==> config.mk <==
export PLATFORM = sky130hd
export DESIGN_NAME = br_unit
export DESIGN_NICKNAME = d
export VERILOG_FILES = /design/src/hw/rv_pkg.sv /design/src/hw/br_unit.sv
export SDC_FILE = /design/constraint.sdc
export NUM_CORES = 1
export LEC_CHECK = 0
export BUFFER_PORTS_ARGS = -buffer_cell sky130_fd_sc_hd__buf_4
export CAP_MARGIN = 20
export CORE_MARGIN = 2
export CORE_UTILIZATION = 28
export DETAILED_ROUTE_END_ITERATION = 10
export GPL_TIMING_DRIVEN = 0
export RECOVER_POWER = 50
export SYNTH_ARGS = -nofsm -noshare
export SYNTH_HDL_FRONTEND = slang
export SYNTH_SLANG_ARGS = --single-unit
==> constraint.sdc <==
create_clock -name vclk -period 4.1
set_clock_uncertainty 0.15 [all_clocks]
set_input_delay 0.82 -clock vclk [all_inputs]
set_output_delay 0.82 -clock vclk [all_outputs]
set_load 0.1 [all_outputs]
==> src/hw/rv_pkg.sv <==
// *********************************************************
// shared widths and types for the rvlite hart
// opcode, alu operation and forwarding select encodings
// bubble instruction used by the pipeline registers
// *********************************************************

package rv_pkg;

    localparam int XLEN = 64;

    typedef logic [XLEN-1:0] word_t;
    typedef logic [31:0]     instr_t;
    typedef logic [4:0]      reg_idx_t;

    // base opcodes of the supported subset
    typedef enum logic [6:0] {
        OPC_LUI    = 7'b0110111,
        OPC_AUIPC  = 7'b0010111,
        OPC_JAL    = 7'b1101111,
        OPC_JALR   = 7'b1100111,
        OPC_BRANCH = 7'b1100011,
        OPC_LOAD   = 7'b0000011,
        OPC_STORE  = 7'b0100011,
        OPC_OP_IMM = 7'b0010011,
        OPC_OP     = 7'b0110011
    } opcode_e;

    typedef enum logic [3:0] {
        ALU_ADD,
        ALU_SUB,
        ALU_SLL,
        ALU_SLT,
        ALU_SLTU,
        ALU_XOR,
        ALU_SRL,
        ALU_SRA,
        ALU_OR,
        ALU_AND,
        ALU_PASS_B
    } alu_op_e;

    // operand source for EX
    typedef enum logic [1:0] {
        FWD_NONE,
        FWD_MEM,
        FWD_WB
    } fwd_sel_e;

    // addi x0, x0, 0
    localparam instr_t NOP_INSTR = 32'h0000_0013;

endpackage

==> src/hw/br_unit.sv <==
// *********************************************************
// branch condition and jump target resolution in EX
// *********************************************************

module br_unit (
    input  rv_pkg::word_t  pc_i,
    input  rv_pkg::word_t  r1_i,
    input  rv_pkg::word_t  r2_i,
    input  rv_pkg::word_t  imm_i,
    input  rv_pkg::instr_t instr_i,
    output logic           redirect_o,
    output rv_pkg::word_t  redirect_pc_o
);

    import rv_pkg::*;

    opcode_e opc;
    logic    taken;

    assign opc = opcode_e'(instr_i[6:0]);

    // funct3 selects the comparison
    always_comb begin
        case (instr_i[14:12])
            3'b000:  taken = r1_i == r2_i;
            3'b001:  taken = r1_i != r2_i;
            3'b100:  taken = $signed(r1_i) < $signed(r2_i);
            3'b101:  taken = $signed(r1_i) >= $signed(r2_i);
            3'b110:  taken = r1_i < r2_i;
            3'b111:  taken = r1_i >= r2_i;
            default: taken = 1'b0;
        endcase
    end

    assign redirect_o = (opc == OPC_JAL) || (opc == OPC_JALR) ||
                        (opc == OPC_BRANCH && taken);

    // jalr clears bit 0 of the sum
    assign redirect_pc_o = (opc == OPC_JALR) ? ((r1_i + imm_i) & ~word_t'(1))
                                             : pc_i + imm_i;

endmodule

### Word level (Yosys, flattened, before mapping)

Cells that the tools add are included.

* add/subtract/negate cells: 2
* $lt $le $gt $ge: 4
* eq/ne operators: 10
* mux-type cells: 2
* reductions and logical operators: 4

Operators by type and width (count)
* 64-bit adder: 2
* 64-bit >= comparator: 2
* 64-bit less-than comparator: 2
* 64-bit equality test: 1
* 64-bit 2-to-1 mux: 1
* 64-bit inequality test: 1
* 7-bit equality test (second input constant): 3
* 3-bit equality test (second input constant): 4
* 1-bit case mux with 6 select lines: 1
* 3-bit by 1-bit equality test with 1-bit output (second input constant): 1
* 3-bit logical NOT: 1
* 1-bit logical OR: 2
* 1-bit logical AND: 1

* bits in registers: 0
* bits of input ports: 288
* output and inout bits: 65
* word-level logic and storage cells: 22

### Depth between registers and ports, before layout

* depth after elaboration: 4
* gate-level depth with buffers: 14
* mapped depth without buffers: 14

### Least setup slack after synthesis

OpenSTA, ideal clock, no wires.

* kind: input port to output port
* from: input pc_i[0]
* to: output redirect_pc_o[20]
* arrival: 5204 ps
* data required time: 3130 ps
* slack: -2074 ps
* stages: 14
* path buffers: 0
* cell sequence: ha_1 inv_1 fa_1 nand2b_1 a21oi_1 o21ai_1 a21oi_2 o21bai_1 a21boi_0 o21ai_0 a21boi_0 o21ai_0 and3_1 o31ai_1

* cells in the longest elaborated chain, start to end: 2

Ends and longest elaborated chain
* from (decl): line br_unit.sv:6 `input rv_pkg::word_t pc_i,`
* 64-bit adder: line br_unit.sv:40 `: pc_i + imm_i;`
* 64-bit 2-to-1 mux: line br_unit.sv:39 `assign redirect_pc_o = (opc == OPC_JALR) ? ((r1_i + imm_i) & ~word_t'(1))`
* to (decl): line br_unit.sv:12 `output rv_pkg::word_t redirect_pc_o`

No other way between the ends.

### Worst setup path after layout

* from: input r1_i[2]
* to: output redirect_pc_o[62]

* cells in the longest elaborated chain, start to end: 2

Ends and longest elaborated chain
* from (decl): line br_unit.sv:7 `input rv_pkg::word_t r1_i,`
* 64-bit adder: line br_unit.sv:39
* 64-bit 2-to-1 mux: line br_unit.sv:39

No other way between the ends.

==> flow_summary.yaml <==
status:
  status: "complete, but fails checks"
  violations: "setup timing"
pwr:
  seqPwrFrac: 0
  p_switching_mw: 2.607
  clockPowerShare: 0
  worst_ir_drop_vdd_uv: 238.8
  combPwrFrac: 1.000
  p_leak_nw: 7.940
  internal_power_mw: 1.792
  pwr_density_cell_mw_per_mm2: 245.3
  swShare: 0.5926
logic_synthesis:
  muxShareOfSynthArea: 0.01045
  ys_warn_count: 0
  syn_area_mm2: 0.009819
  synthSimpleGateAreaFrac: 0.2238
  synth_top_area_frac: 0.2408
  synth-compound-area-share: 0.3579
  synth_cell_types: 84
  synth_top_family_by_area: "compound AO/OA/AOI/OAI gates"
  synth_top_cell_by_area: "ha_1"
  avgSynthCellArea_um2: 6.730
  synthAdderAreaFrac: 0.2449
  yosysSeqAreaShare: 0
  syn_nets: 1938
  synth-xor-area-share: 0.09901
  yosys-top-cells-area: "ha_1 24%, a21oi_1 9.3%, a21o_1 7.8%"
  syn_inst: 1459
cells_and_area:
  final.clkbuf_count: 0
  num-nets-final: 2387
  drive_gt1_frac: 0.4664
  flops_and_latches: 0
  fillerInstances: 3252
  regArea_um2: 0
  final_core_util: 0.5191
  final_cell_area_mm2: 0.01793
  syn2layout_area_growth_pct: 82.59
routing:
  vias: 12800
  ant_nets: 0
  wl_per_cell_um: 19.26
  routed_via_density: 5.413
  wl_um: 45530
  drc_errors: 0
  drtIter0Drc: 797
  first_pass_iters: 5
timing:
  max_freq_mhz: 199.8
  slew_headroom: 0.3992
  setup_ws_ps: -904.4
  rsz0062_at_grt: "true"
  holdWs_ps: 1837
  hold_viol_final: 0
  finalCriticalPeriod_ps: 5004
  setup_viol: 46
  fin_crit_sh: 1.221
  fin_setup_tns_ps: -21470
  max_slew.worst_pin.slew_ps: 901.2
  slew_viol_final: 0
worst_hold_path:
  min_to: "redirect_pc_o[63]"
  hold_path.class: "input pin to output port"
  min_from: "imm_i[63]"
  min_delay_path_depth: 3
worst_setup_path:
  max_stage_delay_ps: 350
  crit_required_ps: 3130
  critical_path.slowest_cell: "o31a_1"
  critPathTopFamily: "compound AO/OA/AOI/OAI gates"
  crit_fanout: 2
  crit_chain: "buf_8 > ha_4 > nor2b_4 > o31a_1 > a211oi_4 > nor4_4 > o211ai_1 > buf_4 > nand4_1 > buf_4 > a41o_1 > a31o_1 > a21oi_2 > xor2_1 > o211ai_1 > buf_6"
  arrival_ps: 4030
  path_class: "input pin to output port"
  crit_buf_inv: 4
  end_kind: "output port"
  start_kind: "input pin"
clock_network:
  ctsHoldBuffers: 0
placement:
  dp_hpwl_um: 36320
  place_area_mm2: 0.01436
  place_congestion: 0.9571
  port_buffers: 331
die:
  dieArea_mm2: 0.03658
  die_h_um: 191.3
  ios: 353
  core_area_mm2: 0.03454
  start_util: 0.2843
  die_w_um: 191.3
  core.rowCount: 68
global_route:
  antenna_found_initial: 4
  grt_pass1_vias: 12520
  grt_max_degree: 12
  grt_pass1_wl_um: 67340
  track_usage: 0.2321
  gr-total-overflow: 0
run:
  maxCapViolCount: 0
-- power by group through the flow --
stage | logic [mW] | clock network, mW | registers, mW
6_report | 4.40 | 0.0000000704 | 0
5_1_grt | 4.63 | 0 | 0
4_1_cts | 4.13 | 0 | 0
3_5_place_dp | 3.44 | 0 | 0
3_3_place_gp | 3.42 | 0 | 0
2_1_floorplan | 2.60 | 0 | 0
-- cell type report --
class,count,area [µm²],share of cell area
buffer,43,232.7,0.01298
inverter,94,362.8,0.02024
timing repair buffer,468,4509,0.2515
antenna,3,7.507,0.0004187
tap,455,569.3,0.03175
multi-input combinational,1301,12250,0.6831
-- metrics by stage --
stage / instances / total power [mW] / setup slack, ps
final: 2364 / 4.399 / -904.4
after global routing: 2361 / 4.632 / -1007
after CTS: 2328 / 4.134 / -859.6
after detailed placement: 2249 / 3.438 / -1548
after global placement: 2245 / 3.421 / -1899
after floorplan: 1459 / 2.598 / -1115
-- Yosys cell counts (6+ instances only) --
master / instances
a211oi_1: 14
a21boi_0: 6
a21o_1: 102
a21oi_1: 182
a31oi_1: 15
and2_1: 10
and3_1: 15
buf_2: 11
clkbuf_1: 43
ha_1: 189
inv_1: 93
mux2i_1: 8
nand2_1: 127
nand2b_1: 19
nand3_1: 42
nand3b_1: 6
nand4_1: 43
nor2_1: 113
nor2b_1: 17
nor3_1: 24
o211ai_1: 12
o21a_1: 13
o21ai_0: 80
o21ai_1: 23
o21bai_1: 20
o31ai_1: 9
or3_1: 6
xnor2_1: 59
xor2_1: 52
-- tightest hold or removal path: cells and delay by family --
kind	cells	cell delay, ps
XOR/XNOR	1	80
buffers and inverters	2	270
-- cell usage in the layout, fill, tap and decap left out, drive strengths merged, types with 3 or more instances in the layout --
master / Yosys / layout
mux2i: 8 / 8
a31o: 3 / 3
buf: 19 / 474
nand4: 44 / 44
a211oi: 18 / 18
a21o: 102 / 102
nand2b: 19 / 19
and2: 11 / 11
o221ai: 4 / 4
a221oi: 5 / 5
nand2: 128 / 128
or3: 7 / 7
o211ai: 12 / 12
o21bai: 20 / 20
o22ai: 4 / 4
and4: 5 / 5
xnor2: 59 / 59
and3: 15 / 15
nor4: 5 / 5
a21boi: 7 / 7
o21ai: 108 / 108
o31ai: 12 / 12
diode: 0 / 3
a2111oi: 3 / 3
clkbuf: 45 / 36
inv: 94 / 94
xor2: 52 / 52
nand3: 43 / 43
ha: 189 / 189
nor3b: 5 / 5
nor2b: 17 / 17
a31oi: 17 / 17
nor3: 24 / 24
a21oi: 187 / 187
nand3b: 6 / 6
a41oi: 5 / 5
nor2: 114 / 114
o21a: 13 / 13
-- logic make-up after synthesis --
| group | Yosys count |
|---|---|
| compound gates | 539 |
| simple gates | 450 |
| fa+ha+maj | 191 |
| buf+inv | 158 |
| xor+xnor | 111 |
| mux | 10 |
-- routing by layer --
metal,global-route usage,wire [µm]
met1,0.2984,19450
met5,0,33
met4,0.06953,1504
met2,0.4056,21880
met3,0.02442,2673
-- worst max path at each step --
stage          depth (start not counted)                end        from
6_report                              16  redirect_pc_o[62]     r1_i[2]
2_1_floorplan                         12  redirect_pc_o[62]     r1_i[2]
5_1_grt                               17  redirect_pc_o[62]    imm_i[0]
4_1_cts                               14  redirect_pc_o[63]   imm_i[13]
3_5_place_dp                          14  redirect_pc_o[56]   imm_i[19]
3_3_place_gp                           9  redirect_pc_o[20]  instr_i[1]
-- timing repair --
action | 4_1_cts | 5_1_grt
endpoints found under the hold margin | 0 | 0
buffers inserted | 96 | 46
pin swaps | 131 | 135
resized for setup | 436 | 153
setup endpoints to repair | 63 | 54
cloned | 0 | 0
Note: power is estimated with default switching activity, not from simulation.
