### src/hw/rv_pkg.sv
// *********************************************************
// shared widths and types for the rvlite hart
// opcode, alu operation and forwarding select encodings
// bubble instruction used by the pipeline registers
// *********************************************************

package rv_pkg;

    localparam int XLEN = 64;

    typedef logic [XLEN-1:0] word_t;
    typedef logic [31:0]     instr_t;
    typedef logic [4:0]      reg_idx_t;

    // base opcodes of the supported subset
    typedef enum logic [6:0] {
        OPC_LUI    = 7'b0110111,
        OPC_AUIPC  = 7'b0010111,
        OPC_JAL    = 7'b1101111,
        OPC_JALR   = 7'b1100111,
        OPC_BRANCH = 7'b1100011,
        OPC_LOAD   = 7'b0000011,
        OPC_STORE  = 7'b0100011,
        OPC_OP_IMM = 7'b0010011,
        OPC_OP     = 7'b0110011
    } opcode_e;

    typedef enum logic [3:0] {
        ALU_ADD,
        ALU_SUB,
        ALU_SLL,
        ALU_SLT,
        ALU_SLTU,
        ALU_XOR,
        ALU_SRL,
        ALU_SRA,
        ALU_OR,
        ALU_AND,
        ALU_PASS_B
    } alu_op_e;

    // operand source for EX
    typedef enum logic [1:0] {
        FWD_NONE,
        FWD_MEM,
        FWD_WB
    } fwd_sel_e;

    // addi x0, x0, 0
    localparam instr_t NOP_INSTR = 32'h0000_0013;

endpackage

### src/hw/pc_unit.sv
// *********************************************************
// program counter with redirect and stall
// *********************************************************

module pc_unit #(
    parameter rv_pkg::word_t RESET_PC = '0
) (
    input  logic          clk,
    input  logic          rst_n,
    input  logic          stall_i,
    input  logic          redirect_i,
    input  rv_pkg::word_t redirect_pc_i,
    output rv_pkg::word_t pc_o
);

    import rv_pkg::*;

    word_t pc;

    // redirect wins over a stall
    always_ff @(posedge clk) begin
        if (!rst_n) begin
            pc <= RESET_PC;
        end else if (redirect_i) begin
            pc <= redirect_pc_i;
        end else if (!stall_i) begin
            pc <= pc + word_t'(4);
        end
    end

    assign pc_o = pc;

endmodule

### config.mk
export PLATFORM = sky130hd
export DESIGN_NAME = pc_unit
export DESIGN_NICKNAME = d
export VERILOG_FILES = /design/src/hw/rv_pkg.sv /design/src/hw/pc_unit.sv
export SDC_FILE = /design/constraint.sdc
export NUM_CORES = 1
export LEC_CHECK = 0
export BUFFER_PORTS_ARGS = -buffer_cell sky130_fd_sc_hd__buf_2
export CELL_PAD_IN_SITES_DETAIL_PLACEMENT = 0
export CELL_PAD_IN_SITES_GLOBAL_PLACEMENT = 1
export CORE_UTILIZATION = 32
export CTS_CLUSTER_SIZE = 25
export DETAILED_ROUTE_END_ITERATION = 7
export PLACE_DENSITY = 0.79
export SYNTH_ARGS = -nofsm -noshare
export SYNTH_HDL_FRONTEND = slang
export SYNTH_SLANG_ARGS = --single-unit
export TNS_END_PERCENT = 20
### constraint.sdc
create_clock -name clk -period 2.42 [get_ports clk]
set_clock_uncertainty 0.1 [all_clocks]
set_input_delay 0.363 -clock clk [delete_from_list [all_inputs] [get_ports clk]]
set_output_delay 0.363 -clock clk [all_outputs]
set_load 0.01 [all_outputs]
* Yosys cells after proc, flatten, opt, wreduce, memory -nomap -nowiden
Index checks and enable logic that the tools add are counted.
** Word-level totals
- Memory bits (read-only) :: 0
- Bits in writable memories :: 0
- Memories :: 0
- Bits of input ports :: 68
- Register bits :: 64
- Bits in latches :: 0
- Output and inout port bits :: 64
- Logic and storage cells :: 5
** Cells by class
- Muxes and demuxes :: 2
- Add/sub/neg operators :: 1
- Magnitude comparators :: 0
- Equality and inequality tests :: 1
- Shifts and indexed selects :: 0
- Reduce and logical (&&, ||, !) cells :: 0
- Bitwise logic cells :: 0
- Multipliers :: 0
- Divide/modulo/power cells :: 0
** Operators by type and width (number)
- $mux 64 :: 2
- $add 64x3->64 const B :: 1
- $ne 2x1->1 const B :: 1

* Longest topological paths before layout
- Depth in word-level cells :: 3
- Depth in mapped cells :: 7
- Gate-level depth less buffers :: 6

* Worst setup path after synthesis
Ideal clock, no wire load.
- Path type :: register -> register
- From :: register pc[23], in the netlist pc_o[23]
- To :: register pc[56], in the netlist pc_o[56]
- Path slack :: 0.008 ns
- Data required time :: 2.234 ns
- Arrival :: 2.226 ns
- Setup time :: 0.086 ns
- Path buffers :: 1
- Period minus slack after synthesis :: 2.412 ns
- Stages on the path, launching flop included :: 7
- Path through :: dfxtp_1 > nand3_2 > or4_4 > or4_1 > buf_2 > or3_1 > a211oi_1
** On the way
- Cells in the longest elaborated chain, start to end :: 3
** Ends and longest elaborated chain
- from (decl) :: RTL line pc_unit.sv:18 : word_t pc;
- from (signal assigned) :: RTL line pc_unit.sv:25 : pc <= redirect_pc_i;
- from (signal assigned) :: RTL line pc_unit.sv:27 : pc <= pc + word_t'(4);
- $add 64x3->64 :: RTL line pc_unit.sv:27
- $mux 64 :: RTL line pc_unit.sv:26 : end else if (!stall_i) begin
- $mux 64 :: RTL line pc_unit.sv:24 : end else if (redirect_i) begin
Every way passes these cells. The select of a mux whose other input is x is not followed.
A chain may end at the register's enable or synchronous reset.

* Worst setup path in the final report
- From :: register pc[24], in the netlist pc_o[24]
- To :: register pc[46], in the netlist pc_o[46]
The elaborated chain is that of the path after synthesis.

==> impl_results.rst <==
.. list-table::
   :header-rows: 1

   * - Metric
     - Value
   * - Period utilization
     - 0.962
   * - Routed metal-1 wire length
     - 5710 um
   * - Max-cap violations
     - 0
   * - Number of storage elements in the synthesis netlist
     - 64
   * - Number of antenna diodes
     - 0
   * - Worst slew margin
     - 0.589
   * - Nets
     - 692
   * - Startpoint kind of the worst setup timing path
     - flip-flop
   * - Int Pwr
     - 2.21 mW
   * - First-iteration detailed-routing DRC count
     - 155
   * - Peak Freq
     - 0.430 GHz
   * - Path category of the worst min-delay check
     - in -> reg
   * - Drc violations
     - 0
   * - Net load switching power
     - 0.776 mW
   * - Horizontal die dimension
     - 111 um
   * - Cell area power density
     - 584 nW/um^2
   * - Most frequent cells after synthesis
     - 64 x sky130_fd_sc_hd__dfxtp_1, 57 x sky130_fd_sc_hd__o21ai_0, 42 x sky130_fd_sc_hd__nand2_1
   * - Reported leakage power
     - 2.14 nW
   * - Fraction of the mapped netlist area in compound gates
     - 0.217
   * - Worst Setup Slack, final
     - 0.0921 ns
   * - Signal arrival time at the worst endpoint
     - 2.44 ns
   * - Largest net degree at the start of global routing
     - 46
   * - Post-synthesis simple-gate area fraction
     - 0.334
   * - Wire length on met2
     - 6060 um
   * - Post-route non-filler standard cell count
     - 770
   * - Post-synthesis cell type count
     - 51
   * - Sum of negative setup slack
     - 0 ns
   * - Last weighted congestion value of the routability-driven placer
     - 0.809
   * - Final number of setup-violating endpoints
     - 0
   * - Synthesis Warnings
     - 0
   * - Run status
     - finished, final reports clean
   * - Layout cells sized above 1
     - 0.321
   * - Top routing layer used
     - met5
   * - Area growth from synthesis to layout
     - 35.2%
   * - Crit end category
     - flip-flop
   * - Number of vias per cell after detailed routing
     - 5.54
   * - Buffers on Ports
     - 131
   * - Starting density of the core
     - 0.330
   * - Placeable Area
     - 11,500 sq um
   * - TritonCTS clock tree
     - built
   * - Sequential share of power
     - 0.405
   * - Final global-route overflow total
     - 0
   * - Overall power consumption
     - 2.99 mW
   * - Cts bufs inserted
     - 9
   * - Number of placed cells counting well taps
     - 755
   * - Portion of synthesized cell area occupied by the leading cell type
     - 0.339
   * - WL/cell
     - 16.5 um
   * - RSZ-0062 raised after global routing
     - false
   * - Post-Synthesis Net Count
     - 546
   * - I/O pin total
     - 132
   * - Post-cts hold buffer count
     - 0
   * - Count of nets left with antenna violations after detail routing
     - 0
   * - Endpoint required time on the critical path
     - 2.53 ns
   * - Vias after detailed routing
     - 4,269
   * - Number of global-route vias before repair
     - 4,201
   * - Count of flip-flops with a built-in enable after synthesis
     - 0
   * - Final Util
     - 0.446
   * - Kind of critical path
     - reg -> reg
   * - Number of H-tree branching levels
     - 3
   * - Seq/Total Area, Yosys
     - 0.339
   * - Worst-Margin Slew
     - 0.615 ns
   * - Peak ir drop on the vdd network
     - 338 uV
   * - First-pass GRT wire length
     - 20,700 um
   * - Hold Fails Final Rpt
     - 0
   * - Min cycle time layout
     - 2.33 ns
   * - Number of antenna violations at the first check in global routing
     - 1
   * - Most used standard cell by instance count after synthesis
     - sky130_fd_sc_hd__dfxtp_1
   * - Power share of the combinational group
     - 0.150
   * - Post-synthesis instance area
     - 3780 sq um
   * - Wirelength, routed
     - 12,700 um
   * - Number of clock sinks seen by CTS
     - 64
   * - Per-instance average area after synthesis
     - 7.93 sq um
   * - Height of the chip
     - 111 um
   * - Main combinational cell family by area after synthesis
     - simple AND/OR/NAND/NOR gates
   * - Leading area contributor after synthesis
     - sky130_fd_sc_hd__dfxtp_1
   * - Clock network power share
     - 0.446
   * - Root buf cell
     - sky130_fd_sc_hd__clkbuf_16
   * - Deepest clock path buffer count
     - 2
   * - Clock transition at the registers of the reported paths
     - 0.05 ns
   * - Switching power share of the total
     - 0.260
   * - Max-slew violation total from the final report
     - 0
   * - Amount of wire on met3 after detailed routing
     - 744 um
   * - Cell types occupying the most area after synthesis
     - sky130_fd_sc_hd__dfxtp_1 34%, sky130_fd_sc_hd__o21ai_0 7.5%, sky130_fd_sc_hd__nand4_1 4.8%, sky130_fd_sc_hd__nand2_1 4.2%, sky130_fd_sc_hd__nand3_1 3.6%
   * - Share of flip-flops with an asynchronous set or reset
     - 0
   * - Xor-xnor portion of the synthesized cell area
     - 0.0625
   * - Die ar.
     - 12,300 sq um
   * - # rows
     - 39
   * - Multiplexer area fraction after synthesis
     - 0.00793
   * - Arithmetic-cell share of the synthesized area counting full adders, half adders and majority gates
     - 0.00331
   * - Leading register cell type out of synthesis
     - sky130_fd_sc_hd__dfxtp_1
   * - Peak fanout along the critical path
     - 7
   * - Aggregate global-route resource usage
     - 0.208
   * - Setup slack at placement
     - 0.102 ns
   * - Source-to-sink clock delay at the later pin of the worst-skew pair
     - 0.33 ns
   * - Detailed Place HPWL
     - 9310 um
   * - Number of optimization iterations in the first detailed-route pass
     - 5
   * - Max FFs per register
     - 64
   * - Synth Instances
     - 477
==> cells in the final DEF, fill, tap and decap left out, types with 2 or more instances in the layout <==
cell type,count
sky130_fd_sc_hd__nor2_1,12
sky130_fd_sc_hd__nand3_1,27
sky130_fd_sc_hd__and3_1,10
sky130_fd_sc_hd__o211a_1,10
sky130_fd_sc_hd__mux2i_1,3
sky130_fd_sc_hd__or3_1,11
sky130_fd_sc_hd__o21ai_0,57
sky130_fd_sc_hd__clkinv_2,2
sky130_fd_sc_hd__a31oi_1,16
sky130_fd_sc_hd__a211o_1,5
sky130_fd_sc_hd__a311oi_1,3
sky130_fd_sc_hd__nand2b_1,2
sky130_fd_sc_hd__o31ai_1,6
sky130_fd_sc_hd__nor3_1,16
sky130_fd_sc_hd__xor2_1,13
sky130_fd_sc_hd__nor4_1,6
sky130_fd_sc_hd__nand4_1,29
sky130_fd_sc_hd__buf_2,131
sky130_fd_sc_hd__and2_1,13
sky130_fd_sc_hd__and4_1,13
sky130_fd_sc_hd__or4_1,7
sky130_fd_sc_hd__nor4_2,4
sky130_fd_sc_hd__nor2b_1,5
sky130_fd_sc_hd__or2_2,3
sky130_fd_sc_hd__nor4b_1,2
sky130_fd_sc_hd__xnor2_1,14
sky130_fd_sc_hd__o2111a_1,3
sky130_fd_sc_hd__a32oi_1,3
sky130_fd_sc_hd__a211oi_1,3
sky130_fd_sc_hd__clkbuf_16,9
sky130_fd_sc_hd__clkbuf_8,3
sky130_fd_sc_hd__buf_4,37
sky130_fd_sc_hd__a21oi_1,13
sky130_fd_sc_hd__nor3b_1,5
sky130_fd_sc_hd__nand2_1,42
sky130_fd_sc_hd__dfxtp_1,64
sky130_fd_sc_hd__o211ai_1,4
==> critical path: stages, from the launching register on <==
cell	delay [ns]
sky130_fd_sc_hd__dfxtp_1	0.35
sky130_fd_sc_hd__nand3_2	0.07
sky130_fd_sc_hd__or4_4	0.57
sky130_fd_sc_hd__or4_1	0.54
sky130_fd_sc_hd__buf_4	0.20
sky130_fd_sc_hd__nor4b_1	0.30
sky130_fd_sc_hd__nor3b_1	0.09
==> worst paths after layout <==
kind	from	endpoint	slack (ns)	cells after the start
max	pc_o[24]	pc_o[46]	0.09	6
min	redirect_pc_i[11]	pc_o[11]	0.15	2
min reg2reg	pc_o[63]	pc_o[63]	0.41	2
max reg2reg	pc_o[24]	pc_o[46]	0.09	6
==> power by group through the flow <==
stage | Clock [mW] | Combinational, mW | Sequential [mW]
3_5_place_dp | 0 | 0.447 | 1.23
6_report | 1.33 | 0.448 | 1.21
3_3_place_gp | 0 | 0.441 | 1.23
2_1_floorplan | 0 | 0.182 | 1.26
4_1_cts | 1.36 | 0.449 | 1.21
5_1_grt | 1.40 | 0.497 | 1.22
==> repair_timing <==
item | 4_1_cts | 5_1_grt
setup buffers | 0 | 0
endpoints found under the hold margin | 0 | 0
gates resized for setup | 0 | 5
endpoints found under the setup margin | 0 | 6
==> final cells by class <==
class                   instances  area, sq um
clock buffers                  12          267
clock inverters                 3         40.0
fillers                      1182         6350
inverters                       2         7.51
multi-input cells             377         2390
flip-flops and latches         64         1280
well taps                     143          179
repair buffers                169          953
==> cells by family after synthesis <==
kind of cell / count (synthesis)
flip-flops: 64
multiplexers: 3
adder cells (fa/ha/maj): 1
buffers and inverters: 36
XOR/XNOR: 27
AO/OA/AOI/OAI: 128
AND/OR/NAND/NOR: 218
==> stage by stage <==
| stage | hold WS, ns | area, sq um |
|---|---|---|
| 3_5_place_dp | 0.407 | 4790 |
| 6_report | 0.155 | 5120 |
| 3_3_place_gp | 0.399 | 4790 |
| 4_1_cts | 0.149 | 5090 |
| 2_1_floorplan | 0.401 | 3780 |
| 5_1_grt | 0.164 | 5120 |
==> layer usage <==
metal	up-vias	GRT usage
li1	2114	-
met1	1994	0.261
met2	143	0.354
met3	16	0.0399
met4	2	0.0747
met5	-	0
Note: power is estimated with default switching activity, not from simulation.
