$ cat src/hw/rv_pkg.sv
// *********************************************************
// shared widths and types for the rvlite hart
// opcode, alu operation and forwarding select encodings
// bubble instruction used by the pipeline registers
// *********************************************************

package rv_pkg;

    localparam int XLEN = 64;

    typedef logic [XLEN-1:0] word_t;
    typedef logic [31:0]     instr_t;
    typedef logic [4:0]      reg_idx_t;

    // base opcodes of the supported subset
    typedef enum logic [6:0] {
        OPC_LUI    = 7'b0110111,
        OPC_AUIPC  = 7'b0010111,
        OPC_JAL    = 7'b1101111,
        OPC_JALR   = 7'b1100111,
        OPC_BRANCH = 7'b1100011,
        OPC_LOAD   = 7'b0000011,
        OPC_STORE  = 7'b0100011,
        OPC_OP_IMM = 7'b0010011,
        OPC_OP     = 7'b0110011
    } opcode_e;

    typedef enum logic [3:0] {
        ALU_ADD,
        ALU_SUB,
        ALU_SLL,
        ALU_SLT,
        ALU_SLTU,
        ALU_XOR,
        ALU_SRL,
        ALU_SRA,
        ALU_OR,
        ALU_AND,
        ALU_PASS_B
    } alu_op_e;

    // operand source for EX
    typedef enum logic [1:0] {
        FWD_NONE,
        FWD_MEM,
        FWD_WB
    } fwd_sel_e;

    // addi x0, x0, 0
    localparam instr_t NOP_INSTR = 32'h0000_0013;

endpackage

$ cat src/hw/dbus_port.sv
// *********************************************************
// data bus requester for the MEM stage
// credit counter, in-order load response tracking
// busy while the MEM instruction cannot complete
// *********************************************************

module dbus_port #(
    parameter int DBUS_CREDITS = 2
) (
    input  logic           clk,
    input  logic           rst_n,
    input  rv_pkg::instr_t mem_instr_i,
    input  rv_pkg::word_t  addr_i,
    input  rv_pkg::word_t  wdata_i,
    output logic           dreq_valid_o,
    output logic           dreq_we_o,
    output rv_pkg::word_t  dreq_addr_o,
    output rv_pkg::word_t  dreq_wdata_o,
    input  logic           dcredit_i,
    input  rv_pkg::word_t  drsp_data_i,
    output rv_pkg::word_t  load_data_o,
    output logic           mem_busy_o
);

    import rv_pkg::*;

    localparam int CW = $clog2(DBUS_CREDITS + 1);

    logic [CW-1:0] credits;
    logic [CW-1:0] stores_ahead;
    logic          load_wait;
    logic          is_load;
    logic          is_store;
    logic          has_credit;
    logic          load_hit;

    assign is_load    = mem_instr_i[6:0] == OPC_LOAD;
    assign is_store   = mem_instr_i[6:0] == OPC_STORE;
    assign has_credit = credits != '0;

    // one request per instruction, a waiting load does not reissue
    assign dreq_valid_o = has_credit && (is_store || (is_load && !load_wait));
    assign dreq_we_o    = is_store;
    assign dreq_addr_o  = addr_i;
    assign dreq_wdata_o = wdata_i;

    // credits come back in order, earlier stores first
    assign load_hit   = load_wait && dcredit_i && (stores_ahead == '0);
    assign mem_busy_o = (is_store && !has_credit) || (is_load && !load_hit);

    always_ff @(posedge clk) begin
        if (!rst_n) begin
            credits      <= CW'(DBUS_CREDITS);
            load_wait    <= 1'b0;
            stores_ahead <= '0;
        end else begin
            credits <= credits - CW'(dreq_valid_o) + CW'(dcredit_i);
            if (dreq_valid_o && is_load) begin
                load_wait    <= 1'b1;
                // stores still out, less one answered this cycle
                stores_ahead <= CW'(DBUS_CREDITS) - credits - CW'(dcredit_i);
            end else if (load_hit) begin
                load_wait <= 1'b0;
            end else if (dcredit_i && stores_ahead != '0) begin
                stores_ahead <= stores_ahead - CW'(1);
            end
        end
    end

    always_ff @(posedge clk) begin
        if (load_hit) begin
            load_data_o <= drsp_data_i;
        end
    end

endmodule

$ cat config.mk
export PLATFORM = sky130hd
export DESIGN_NAME = dbus_port
export DESIGN_NICKNAME = d
export VERILOG_FILES = /design/src/hw/rv_pkg.sv /design/src/hw/dbus_port.sv
export SDC_FILE = /design/constraint.sdc
export NUM_CORES = 1
export LEC_CHECK = 0
export BUFFER_PORTS_ARGS = -buffer_cell sky130_fd_sc_hd__buf_2
export CELL_PAD_IN_SITES_DETAIL_PLACEMENT = 1
export CELL_PAD_IN_SITES_GLOBAL_PLACEMENT = 2
export CORE_AREA = 5 5 162 164
export DETAILED_ROUTE_END_ITERATION = 10
export DIE_AREA = 0 0 167 169
export PLACE_DENSITY_LB_ADDON = 0.2
export SYNTH_ARGS = -nofsm -noshare
export SYNTH_HDL_FRONTEND = slang
export SYNTH_SLANG_ARGS = --single-unit
$ cat constraint.sdc
create_clock -name clk -period 3.6 [get_ports clk]
set_input_delay 0.36 -clock clk [delete_from_list [all_inputs] [get_ports clk]]
set_output_delay 0.36 -clock clk [all_outputs]
set_load 0.01 [all_outputs]
-- Word-level counts from Yosys, hierarchy flattened
Index checks and enable logic that the tools add are counted.
- add/sub/neg operators: 5
- equality and inequality tests: 3
- multiplexer cells: 5
- reduce and logical (&&, ||, !) cells: 19
- operators with widths (operator ; number):
    $logic_and A1 B1 Y1 ; 8
    $reduce_bool A2 Y1 ; 4
    $eq A7 B2 Y1 const B ; 1
    $eq A7 B6 Y1 const B ; 1
    $mux W2 ; 3
    $sub A2 B1 Y2 ; 2
    $logic_not A1 Y1 ; 3
    $add A2 B1 Y2 ; 1
    $logic_not A2 Y1 ; 1
    $logic_or A1 B1 Y1 ; 2
    $mux W1 ; 2
    $ne A2 B1 Y1 const B ; 1
    $reduce_and A2 Y1 ; 1
    $sub A2 B1 Y2 const B ; 1
    $sub A2 B2 Y2 const A ; 1
- register bits: 69
- input bits: 227
- output and inout port bits: 195
- word-level logic and storage cells: 36

-- Depth between registers and ports, before layout
Gate-level depths: netlist (run 1).
- depth after elaboration: 7
- gate-level depth with buffers: 8
- mapped depth without buffers: 7

-- Worst setup path before layout (run 1)
Ideal clock, no wire load.
- path type: reg-to-reg
- start point: reg stores_ahead[0]
- end point: reg load_data_o[0], enable pin
- library setup time: 0.418 ns
- data arrival time: 1.858 ns
- required time: 3.182 ns
- slack: 1.324 ns
- cell stages (with the launch flop): 5
- buffers on the path: 0
- clock period less this slack: 2.276 ns
- path through: dfxtp_1 -> inv_1 -> ha_1 -> nand3_1 -> inv_1
- cells in the longest elaborated chain, start to end: 2
- RTL lines (element ; line ; text):
    from (decl) ; dbus_port.sv:30 ; logic [CW-1:0] stores_ahead;
    from (signal assigned) ; dbus_port.sv:61 ; stores_ahead <= CW'(DBUS_CREDITS) - credits - CW'(dcredit_i);
    from (signal assigned) ; dbus_port.sv:65 ; stores_ahead <= stores_ahead - CW'(1);
    $logic_not A2 Y1 ; dbus_port.sv:48 ; assign load_hit = load_wait && dcredit_i && (stores_ahead == '0);
    $logic_and A1 B1 Y1 ; dbus_port.sv:48 ;
    net load_hit ; dbus_port.sv:35 ; logic load_hit;
    to (signal assigned) ; dbus_port.sv:72 ; load_data_o <= drsp_data_i;
    to (decl) ; dbus_port.sv:21 ; output rv_pkg::word_t load_data_o,
The timed path passes the listed nets, and every way through them passes these cells.
A chain may end at the register's enable or synchronous reset.

-- Worst setup path in the final report (run 1)
- start point: in mem_instr_i[3]
- end point: out dreq_valid_o
- cells in the longest elaborated chain, start to end: 4
- elaborated cells on any way between the ends: 5
- those cells by class: eq/ne (2); reduce/logical (3)
- RTL lines (element ; line ; text):
    from (decl) ; dbus_port.sv:12 ; input rv_pkg::instr_t mem_instr_i,
    $eq A7 B2 Y1 ; dbus_port.sv:37 ; assign is_load = mem_instr_i[6:0] == OPC_LOAD;
    $logic_and A1 B1 Y1 ; dbus_port.sv:42 ; assign dreq_valid_o = has_credit && (is_store || (is_load && !load_wait));
    $logic_or A1 B1 Y1 (*) ; dbus_port.sv:42 ;
    $logic_and A1 B1 Y1 (*) ; dbus_port.sv:42 ;
    to (decl) ; dbus_port.sv:15 ; output logic dreq_valid_o,
Every way passes the cells marked *; elsewhere a longest branch is shown, timed or not.

==> key figures, run 1 <==
Critical path
  – Worst Setup Path Type: primary input to output port
  – Worst setup SP type: primary input
  – Worst Setup End Kind: output port
  – CP arrival: 1.59 ns
  – Crit-path max FO: 6
  – Worst Path Required: 3.24 ns

Routing
  – Wl on met1: 2920 µm
  – 1st-iter DRT viols: 46
  – Mean routed wirelength per cell: 16.4 µm
  – Vias per inst: 2.88
  – Vias: 1708
  – TritonRoute pass-1 iters: 4
  – Met2 wire len: 4770 µm
  – Antenna violation net count after detailed routing: 0
  – Met3 wire length: 1530 µm
  – Final WL: 9770 µm
  – DR top layer: met5
  – Drt drc: 0

Layout
  – Seq. cell area: 0.00202 mm²
  – Nets: 490
  – P&R area growth vs syn: 13.9%
  – Fill count: 2839
  – Multi-input logic area: 225 µm²
  – Layout cells sized above 1: 59.5%
  – N_diodes: 0

Pwr
  – Worst vdd ir: 0.188 mV
  – Part of the power in combinational logic: 4.5%
  – Reg power frac: 48.9%
  – PwrDens: 493 mW/mm²
  – P_leak: 0.00142 µW
  – Final total power: 1820 µW
  – P_int: 1460 µW
  – Psw: 357 µW
  – Clock share of power: 46.6%
  – Sw Ratio: 19.6%

Placement
  – Post-DP HPWL: 8050 µm
  – PortBufs: 140
  – RD Place Congestion: 0.689

STA
  – Worst-Margin Slew: 0.749 ns
  – TNS Setup: 0 ns
  – Hold slack: 0.203 ns
  – Endpoints failing hold: 0
  – RSZ-0062 raised after global routing: false
  – Tcrit/Tclk final: 54.2%
  – Final min period: 1.95 ns
  – Setup Skew: 0.00472 ns
  – F_max: 512 MHz
  – Headroom to the max-slew limit: 50.0%
  – Count of final max-slew check failures: 0
  – Final setup fails: 0

Clock tree
  – CTS tree: built
  – H-Tree Level Count: 3
  – Clock latency at the later pin of the worst-skew pair: 0.33 ns
  – Hold_buf cts: 0
  – Clk buf depth: 2
  – Post-CTS Resized: 0
  – Clock transition at the registers of the reported paths: 0.06 ns
  – Post-CTS Repair Setup Buffers: 0
  – Inserted Clock Buffers: 9
  – CTS root buf: clkbuf_16
  – Clk sinks: 69

Global routing
  – Global-route wire length before repair: 13400 µm
  – Initial antenna violation count: 1
  – Largest net degree at the start of global routing: 34
  – GRT Util Overall: 6.64%
  – Number of global-route vias before repair: 1828
  – Total gr overflow: 0

Floorplan
  – Die ar.: 0.0282 mm²
  – I/O pin cnt: 422
  – Chip Width: 167 µm
  – Initial Util: 13.1%
  – Die height: 169 µm
  – Core area: 0.0247 mm²
  – Site Rows: 58

Worst hold path
  – HP Class: primary input to flip-flop

Yosys
  – Async S/R FF share, synth: 0%
  – Mapped Cells: 237
  – Area leader, netlist: edfxtp_1
  – YS warnings: 0
  – Synth Cell Area: 0.00324 mm²
  – Yosys top cell area share: 59.4%
  – Avg Inst Size Synth: 13.7 µm²
  – Synthesized flop and latch total: 69
  – Commonest cells post-synth: buf_4 (128), edfxtp_1 (64), inv_1 (6)
  – Synth Flop Type: edfxtp_1
  – Syn nets: 467
  – Distinct cells, synth: 23
  – Number of synthesized flops with an enable pin: 64
  – Most instantiated library cell after synthesis: buf_4
  – Seq/Total Area, Yosys: 62.5%
  – Top post-synthesis cells by area: edfxtp_1 (59%), buf_4 (30%), dfxtp_1 (3.1%), ha_1 (1.2%), inv_1 (0.70%)

Status
  – Status: complete, no violations

Run
  – Max-cap violations: 0
-- cells in the final DEF (no fill, tap or decap), types with 3 or more instances in the layout --
cell type / instances
ha_1: 3
dfxtp_1: 5
edfxtp_1: 64
nor3_1: 3
o21ai_0: 4
buf_2: 140
clkbuf_16: 9
nand3_1: 3
inv_1: 5
nand2_1: 5
-- final cells by class --
| cell class | instances | area share, % |
|---|---|---|
| tap | 330 | 11.2 |
| sequential | 69 | 54.9 |
| timing repair buffer | 141 | 19.6 |
| clock inverter | 4 | 1.36 |
| multi-input combinational | 33 | 6.11 |
| clock buffer | 11 | 6.31 |
| inverter | 6 | 0.611 |
-- flip-flops by register name, summed over array words and instances (netlist names) --
signal        count
load_wait         1
stores_ahead      2
credits           2
load_data_o      64
-- metrics by stage --
stage / setup slack [ns] / area (µm²) / util [%] / instances
floorplan: 1.32 / 3240 / - / 237
global placement: 1.50 / 3400 / 13.8 / 579
detailed placement: 1.47 / 3400 / 13.8 / 579
CTS: 1.63 / 3690 / 14.9 / 594
global route: 1.57 / 3690 / 14.9 / 594
finish: 1.65 / 3690 / 14.9 / 594
-- critical path: stages --
cell and delay, ns:
buf_2 0.09, or4_1 0.64, nor4_1 0.31, buf_2 0.19
-- routing by layer --
layer	global-route usage, %	vias to the layer above
met5	0	-
met4	4.77	2
met3	4.81	67
met2	11.0	171
met1	5.47	750
li1	-	718
-- power groups by stage --
stage                     clock network (µW)  logic [µW]  registers, µW
final                                    848        81.0            889
after global routing                     921        93.9            889
after CTS                                892        84.0            889
after detailed placement                   0        83.3            906
after global placement                     0        80.3            906
after floorplan                            0         178            906
-- path summary, 6_finish.rpt --
| kind | startpoint | end | slack (ns) | depth (start not counted) |
|---|---|---|---|---|
| min reg2reg | load_wait$_SDFFE_PN0P_ | load_wait$_SDFFE_PN0P_ | 0.49 | 2 |
| max | mem_instr_i[3] | dreq_valid_o | 1.65 | 4 |
| min | drsp_data_i[60] | load_data_o[60]$_DFFE_PP_ | 0.20 | 1 |
| max reg2reg | stores_ahead[0]$_SDFFE_PN0P_ | load_data_o[26]$_DFFE_PP_ | 1.71 | 5 |
-- cells by family (layout without fill, tap and decap cells) --
kind of cell	after synthesis	in the layout	share of synthesized area, %
AO/OA/AOI/OAI	8	8	1.82
XOR/XNOR	3	3	0.812
adder cells (fa/ha/maj)	3	3	1.16
buffers and inverters	135	162	30.5
flip-flops	69	69	62.5
AND/OR/NAND/NOR	19	19	3.17
Note: power is estimated with default switching activity, not from simulation.
==> inputs of run 2 (changes only) <==
ABC_AREA = 1   (was not set)
CORE_AREA = 5 5 159 161   (was 5 5 162 164)
DIE_AREA = 0 0 164 166   (was 0 0 167 169)
clock period = 2 ns   (was 3.6 ns; I/O delays follow)
==> run 2 against run 1 <==
Combinational power increased by 85%. Utilization increased by 1.1 points. Die area decreased by 3.5%. Clock power increased by 110%. Sequential power increased by 79%. Largest cell class unchanged. Hold slack got worse by 0.16 ns. First-iteration DRC count increased by 28%. Synthesized cell count increased by 6.3%. Global-route usage increased by 0.62 points. Wire length increased by 6.4%.
==> key figures, run 2 <==
Status
  – Status: complete, no violations

Global routing
  – Number of global-route vias before repair: 1912 (+4.6%)
  – Largest net degree at the start of global routing: 47 (+38%)
  – Global-route wire length before repair: 13900 µm (+4.1%)
  – GRT Util Overall: 7.26% (+0.62 points)
  – Initial antenna violation count: 2 (+1)
  – Total gr overflow: 0 (unchanged)

Yosys
  – Synthesized flop and latch total: 69 (unchanged)
  – Avg Inst Size Synth: 13.1 µm² (-4.2%)
  – Seq/Total Area, Yosys: 61.4% (-1.1 points)
  – Syn nets: 482 (+3.2%)
  – Mapped Cells: 252 (+6.3%)
  – Top post-synthesis cells by area: edfxtp_1 (58%), buf_4 (29%), dfxtp_1 (3.0%), inv_1 (1.7%), ha_1 (1.1%)
  – Number of synthesized flops with an enable pin: 64 (unchanged)
  – Most instantiated library cell after synthesis: buf_4
  – Synth Cell Area: 0.00330 mm² (+1.9%)
  – Distinct cells, synth: 23 (unchanged)
  – Async S/R FF share, synth: 0% (unchanged)
  – Area leader, netlist: edfxtp_1
  – Commonest cells post-synth: buf_4 (128), edfxtp_1 (64), inv_1 (15)
  – Yosys top cell area share: 58.3% (-1.1 points)
  – YS warnings: 0 (unchanged)
  – Synth Flop Type: edfxtp_1

Layout
  – Layout cells sized above 1: 60.6% (+1.2 points)
  – P&R area growth vs syn: 15.8%
  – Max reg flops: 64 (unchanged)
  – Final design utilization: 16.0% (+1.1 points)
  – Most common cell after layout, fill and taps aside: buf_2
  – Biggest regs: load_data_o: 64 flops, credits: 2 flops, stores_ahead: 2 flops
  – Fill count: 2750 (-3.1%)
  – Nets: 507 (+3.5%)
  – Most frequent cells in the layout: buf_2 (140), edfxtp_1 (64), inv_1 (12), clkbuf_16 (9), nand2_1 (8)
  – N_diodes: 0 (unchanged)
  – Top reg by flops: load_data_o

STA
  – Count of final max-slew check failures: 0 (unchanged)
  – Headroom to the max-slew limit: 79.4% (+29 points)
  – Final setup fails: 0 (unchanged)
  – RSZ-0062 raised after global routing: false
  – Setup Skew: 0.00829 ns (+0.00358 ns)
  – Worst-Margin Slew: 0.309 ns (-0.441 ns)
  – Endpoints failing hold: 0 (unchanged)
  – Tcrit/Tclk final: 93.0%
  – Final min period: 1.86 ns
  – F_max: 538 MHz
  – Worst setup margin: 0.141 ns (-1.51 ns)

Placement
  – RD Place Congestion: 0.660 (-4.2%)
  – Post-DP HPWL: 8470 µm (+5.3%)
  – Pre-CTS setup slack: 0.471 ns (-1.00 ns)
  – PortBufs: 140 (unchanged)

Clock tree
  – Post-CTS Repair Setup Buffers: 0 (unchanged)
  – Hold_buf cts: 0 (unchanged)
  – H-Tree Level Count: 3 (unchanged)
  – Clk buf depth: 2 (unchanged)
  – CTS root buf: clkbuf_16
  – Clock transition at the registers of the reported paths: 0.06 ns (about the same)
  – CTS tree: built
  – Post-CTS Resized: 0 (unchanged)
  – Inserted Clock Buffers: 9 (unchanged)
  – Clock latency at the later pin of the worst-skew pair: 0.33 ns (about the same)
  – Clk sinks: 69 (unchanged)

Floorplan
  – Die ar.: 0.0272 mm² (-3.5%)
  – Initial Util: 13.8% (+0.76 points)
  – Chip Width: 164 µm (-1.8%)
  – Core area: 0.0238 mm² (-3.7%)
  – Site Rows: 57 (-1.7%)
  – I/O pin cnt: 422 (unchanged)
  – Die height: 166 µm (-1.8%)

Critical path
  – Crit-path slowest cell: dfxtp_1
  – CP Cell Sequence: inv_2 > ha_4 > inv_2 > nor3_4 > buf_12 > o22ai_1 > buf_2
  – Crit-path max FO: 46 (+40)
  – Worst Setup End Kind: output port
  – CP arrival: 1.66 ns (+0.07 ns)
  – Worst Path Required: 1.80 ns (-1.44 ns)
  – Most frequent CP cell: inv_2
  – CP max stage delay: 0.31 ns (-0.33 ns)
  – Worst setup SP type: flip-flop
  – Worst Setup Path Type: flip-flop to output port

Routing
  – TritonRoute pass-1 iters: 4 (unchanged)
  – Antenna violation net count after detailed routing: 0 (unchanged)
  – Final WL: 10400 µm (+6.4%)
  – 1st-iter DRT viols: 59 (+28%)
  – Vias: 1798 (+5.3%)
  – Mean routed wirelength per cell: 17.2 µm (+4.3%)
  – Drt drc: 0 (unchanged)
  – Vias per inst: 2.97 (+3.2%)

Pwr
  – P_leak: 0.00151 µW (+6.4%)
  – Worst vdd ir: 0.340 mV (+81%)
  – PwrDens: 917 mW/mm² (+86%)

Worst hold path
  – HP Class: primary input to flip-flop

Run
  – Max-cap violations: 0 (unchanged)
[run 2: cell count changes after synthesis, sizes merged, moves of 2 or more]
| cell | before | now |
|---|---|---|
| a21oi | 0 | 3 |
| inv | 6 | 17 |
| nand2 | 5 | 10 |
| nand3 | 3 | 6 |
| nor2 | 2 | 5 |
| nor3 | 3 | 1 |
[run 2: cells by family after synthesis]
logic type,count (synthesis),synth area share [%]
buffers and inverters,145,31.1
DFF,69,61.4
and+or+nand+nor,24,4.25
AOI/OAI and AO/OA,8,1.33
adders and majority gates,3,1.14
xor gates and xnor gates,2,0.532
muxes,1,0.304
[run 2: critical path, delay by kind of cell (launching register included)]
| kind | cells | cell delay, ns |
|---|---|---|
| simple gates | 1 | 0.23 |
| compound gates | 1 | 0.10 |
| buf+inv | 4 | 0.54 |
| fa+ha+maj | 1 | 0.13 |
| flops | 1 | 0.31 |
[run 2: power by group]
part           internal (µW)  total (µW)  switching, µW
Combinational           80.4         150           69.7
Sequential              1580        1590           5.46
Clock                   1100        1760            662
Total                   2760        3500            737
[run 2: metal layers]
layer  global-route usage [%]  vias up  part of all wire, %
met5                        0        -                 0.26
met4                     4.30        4                  5.2
met3                     5.21       52                   15
met2                     12.5      179                   50
met1                     5.94      809                   30
li1                         -      754                    -
[run 2: final cells by class]
class	count	area, µm²	area share, %
flip-flops and latches	69	2020	53.0
repair buffers	142	728	19.1
well taps	324	405	10.6
multi-input cells	38	273	7.15
clock buffers	9	225	5.90
clock inverters	7	98.8	2.59
inverters	17	63.8	1.67
[run 2: stage by stage]
stage | hold slack, ns | std cells | area, µm² | setup TNS, ns | total power, µW
after floorplan | 0.284 | 252 | 3320 | -35.08 | 1950
after global placement | 0.377 | 590 | 3490 | 0 | 1770
after detailed placement | 0.378 | 590 | 3490 | 0 | 1770
after CTS | 0.0125 | 606 | 3820 | 0 | 3620
after global routing | 0.00932 | 606 | 3820 | 0 | 3700
final | 0.0398 | 606 | 3820 | 0 | 3500
[run 2: final timing paths]
| kind | start | to | slack [ns] | cells past startpoint |
|---|---|---|---|---|
| worst min-delay path | drsp_data_i[50] | load_data_o[50]$_DFFE_PP_ | 0.04 | 1 |
| worst max register to register | stores_ahead[1]$_SDFFE_PN0P_ | load_data_o[49]$_DFFE_PP_ | 0.54 | 5 |
| worst min register to register | load_wait$_SDFFE_PN0P_ | load_wait$_SDFFE_PN0P_ | 0.48 | 2 |
| worst max-delay path | stores_ahead[1]$_SDFFE_PN0P_ | mem_busy_o | 0.14 | 7 |
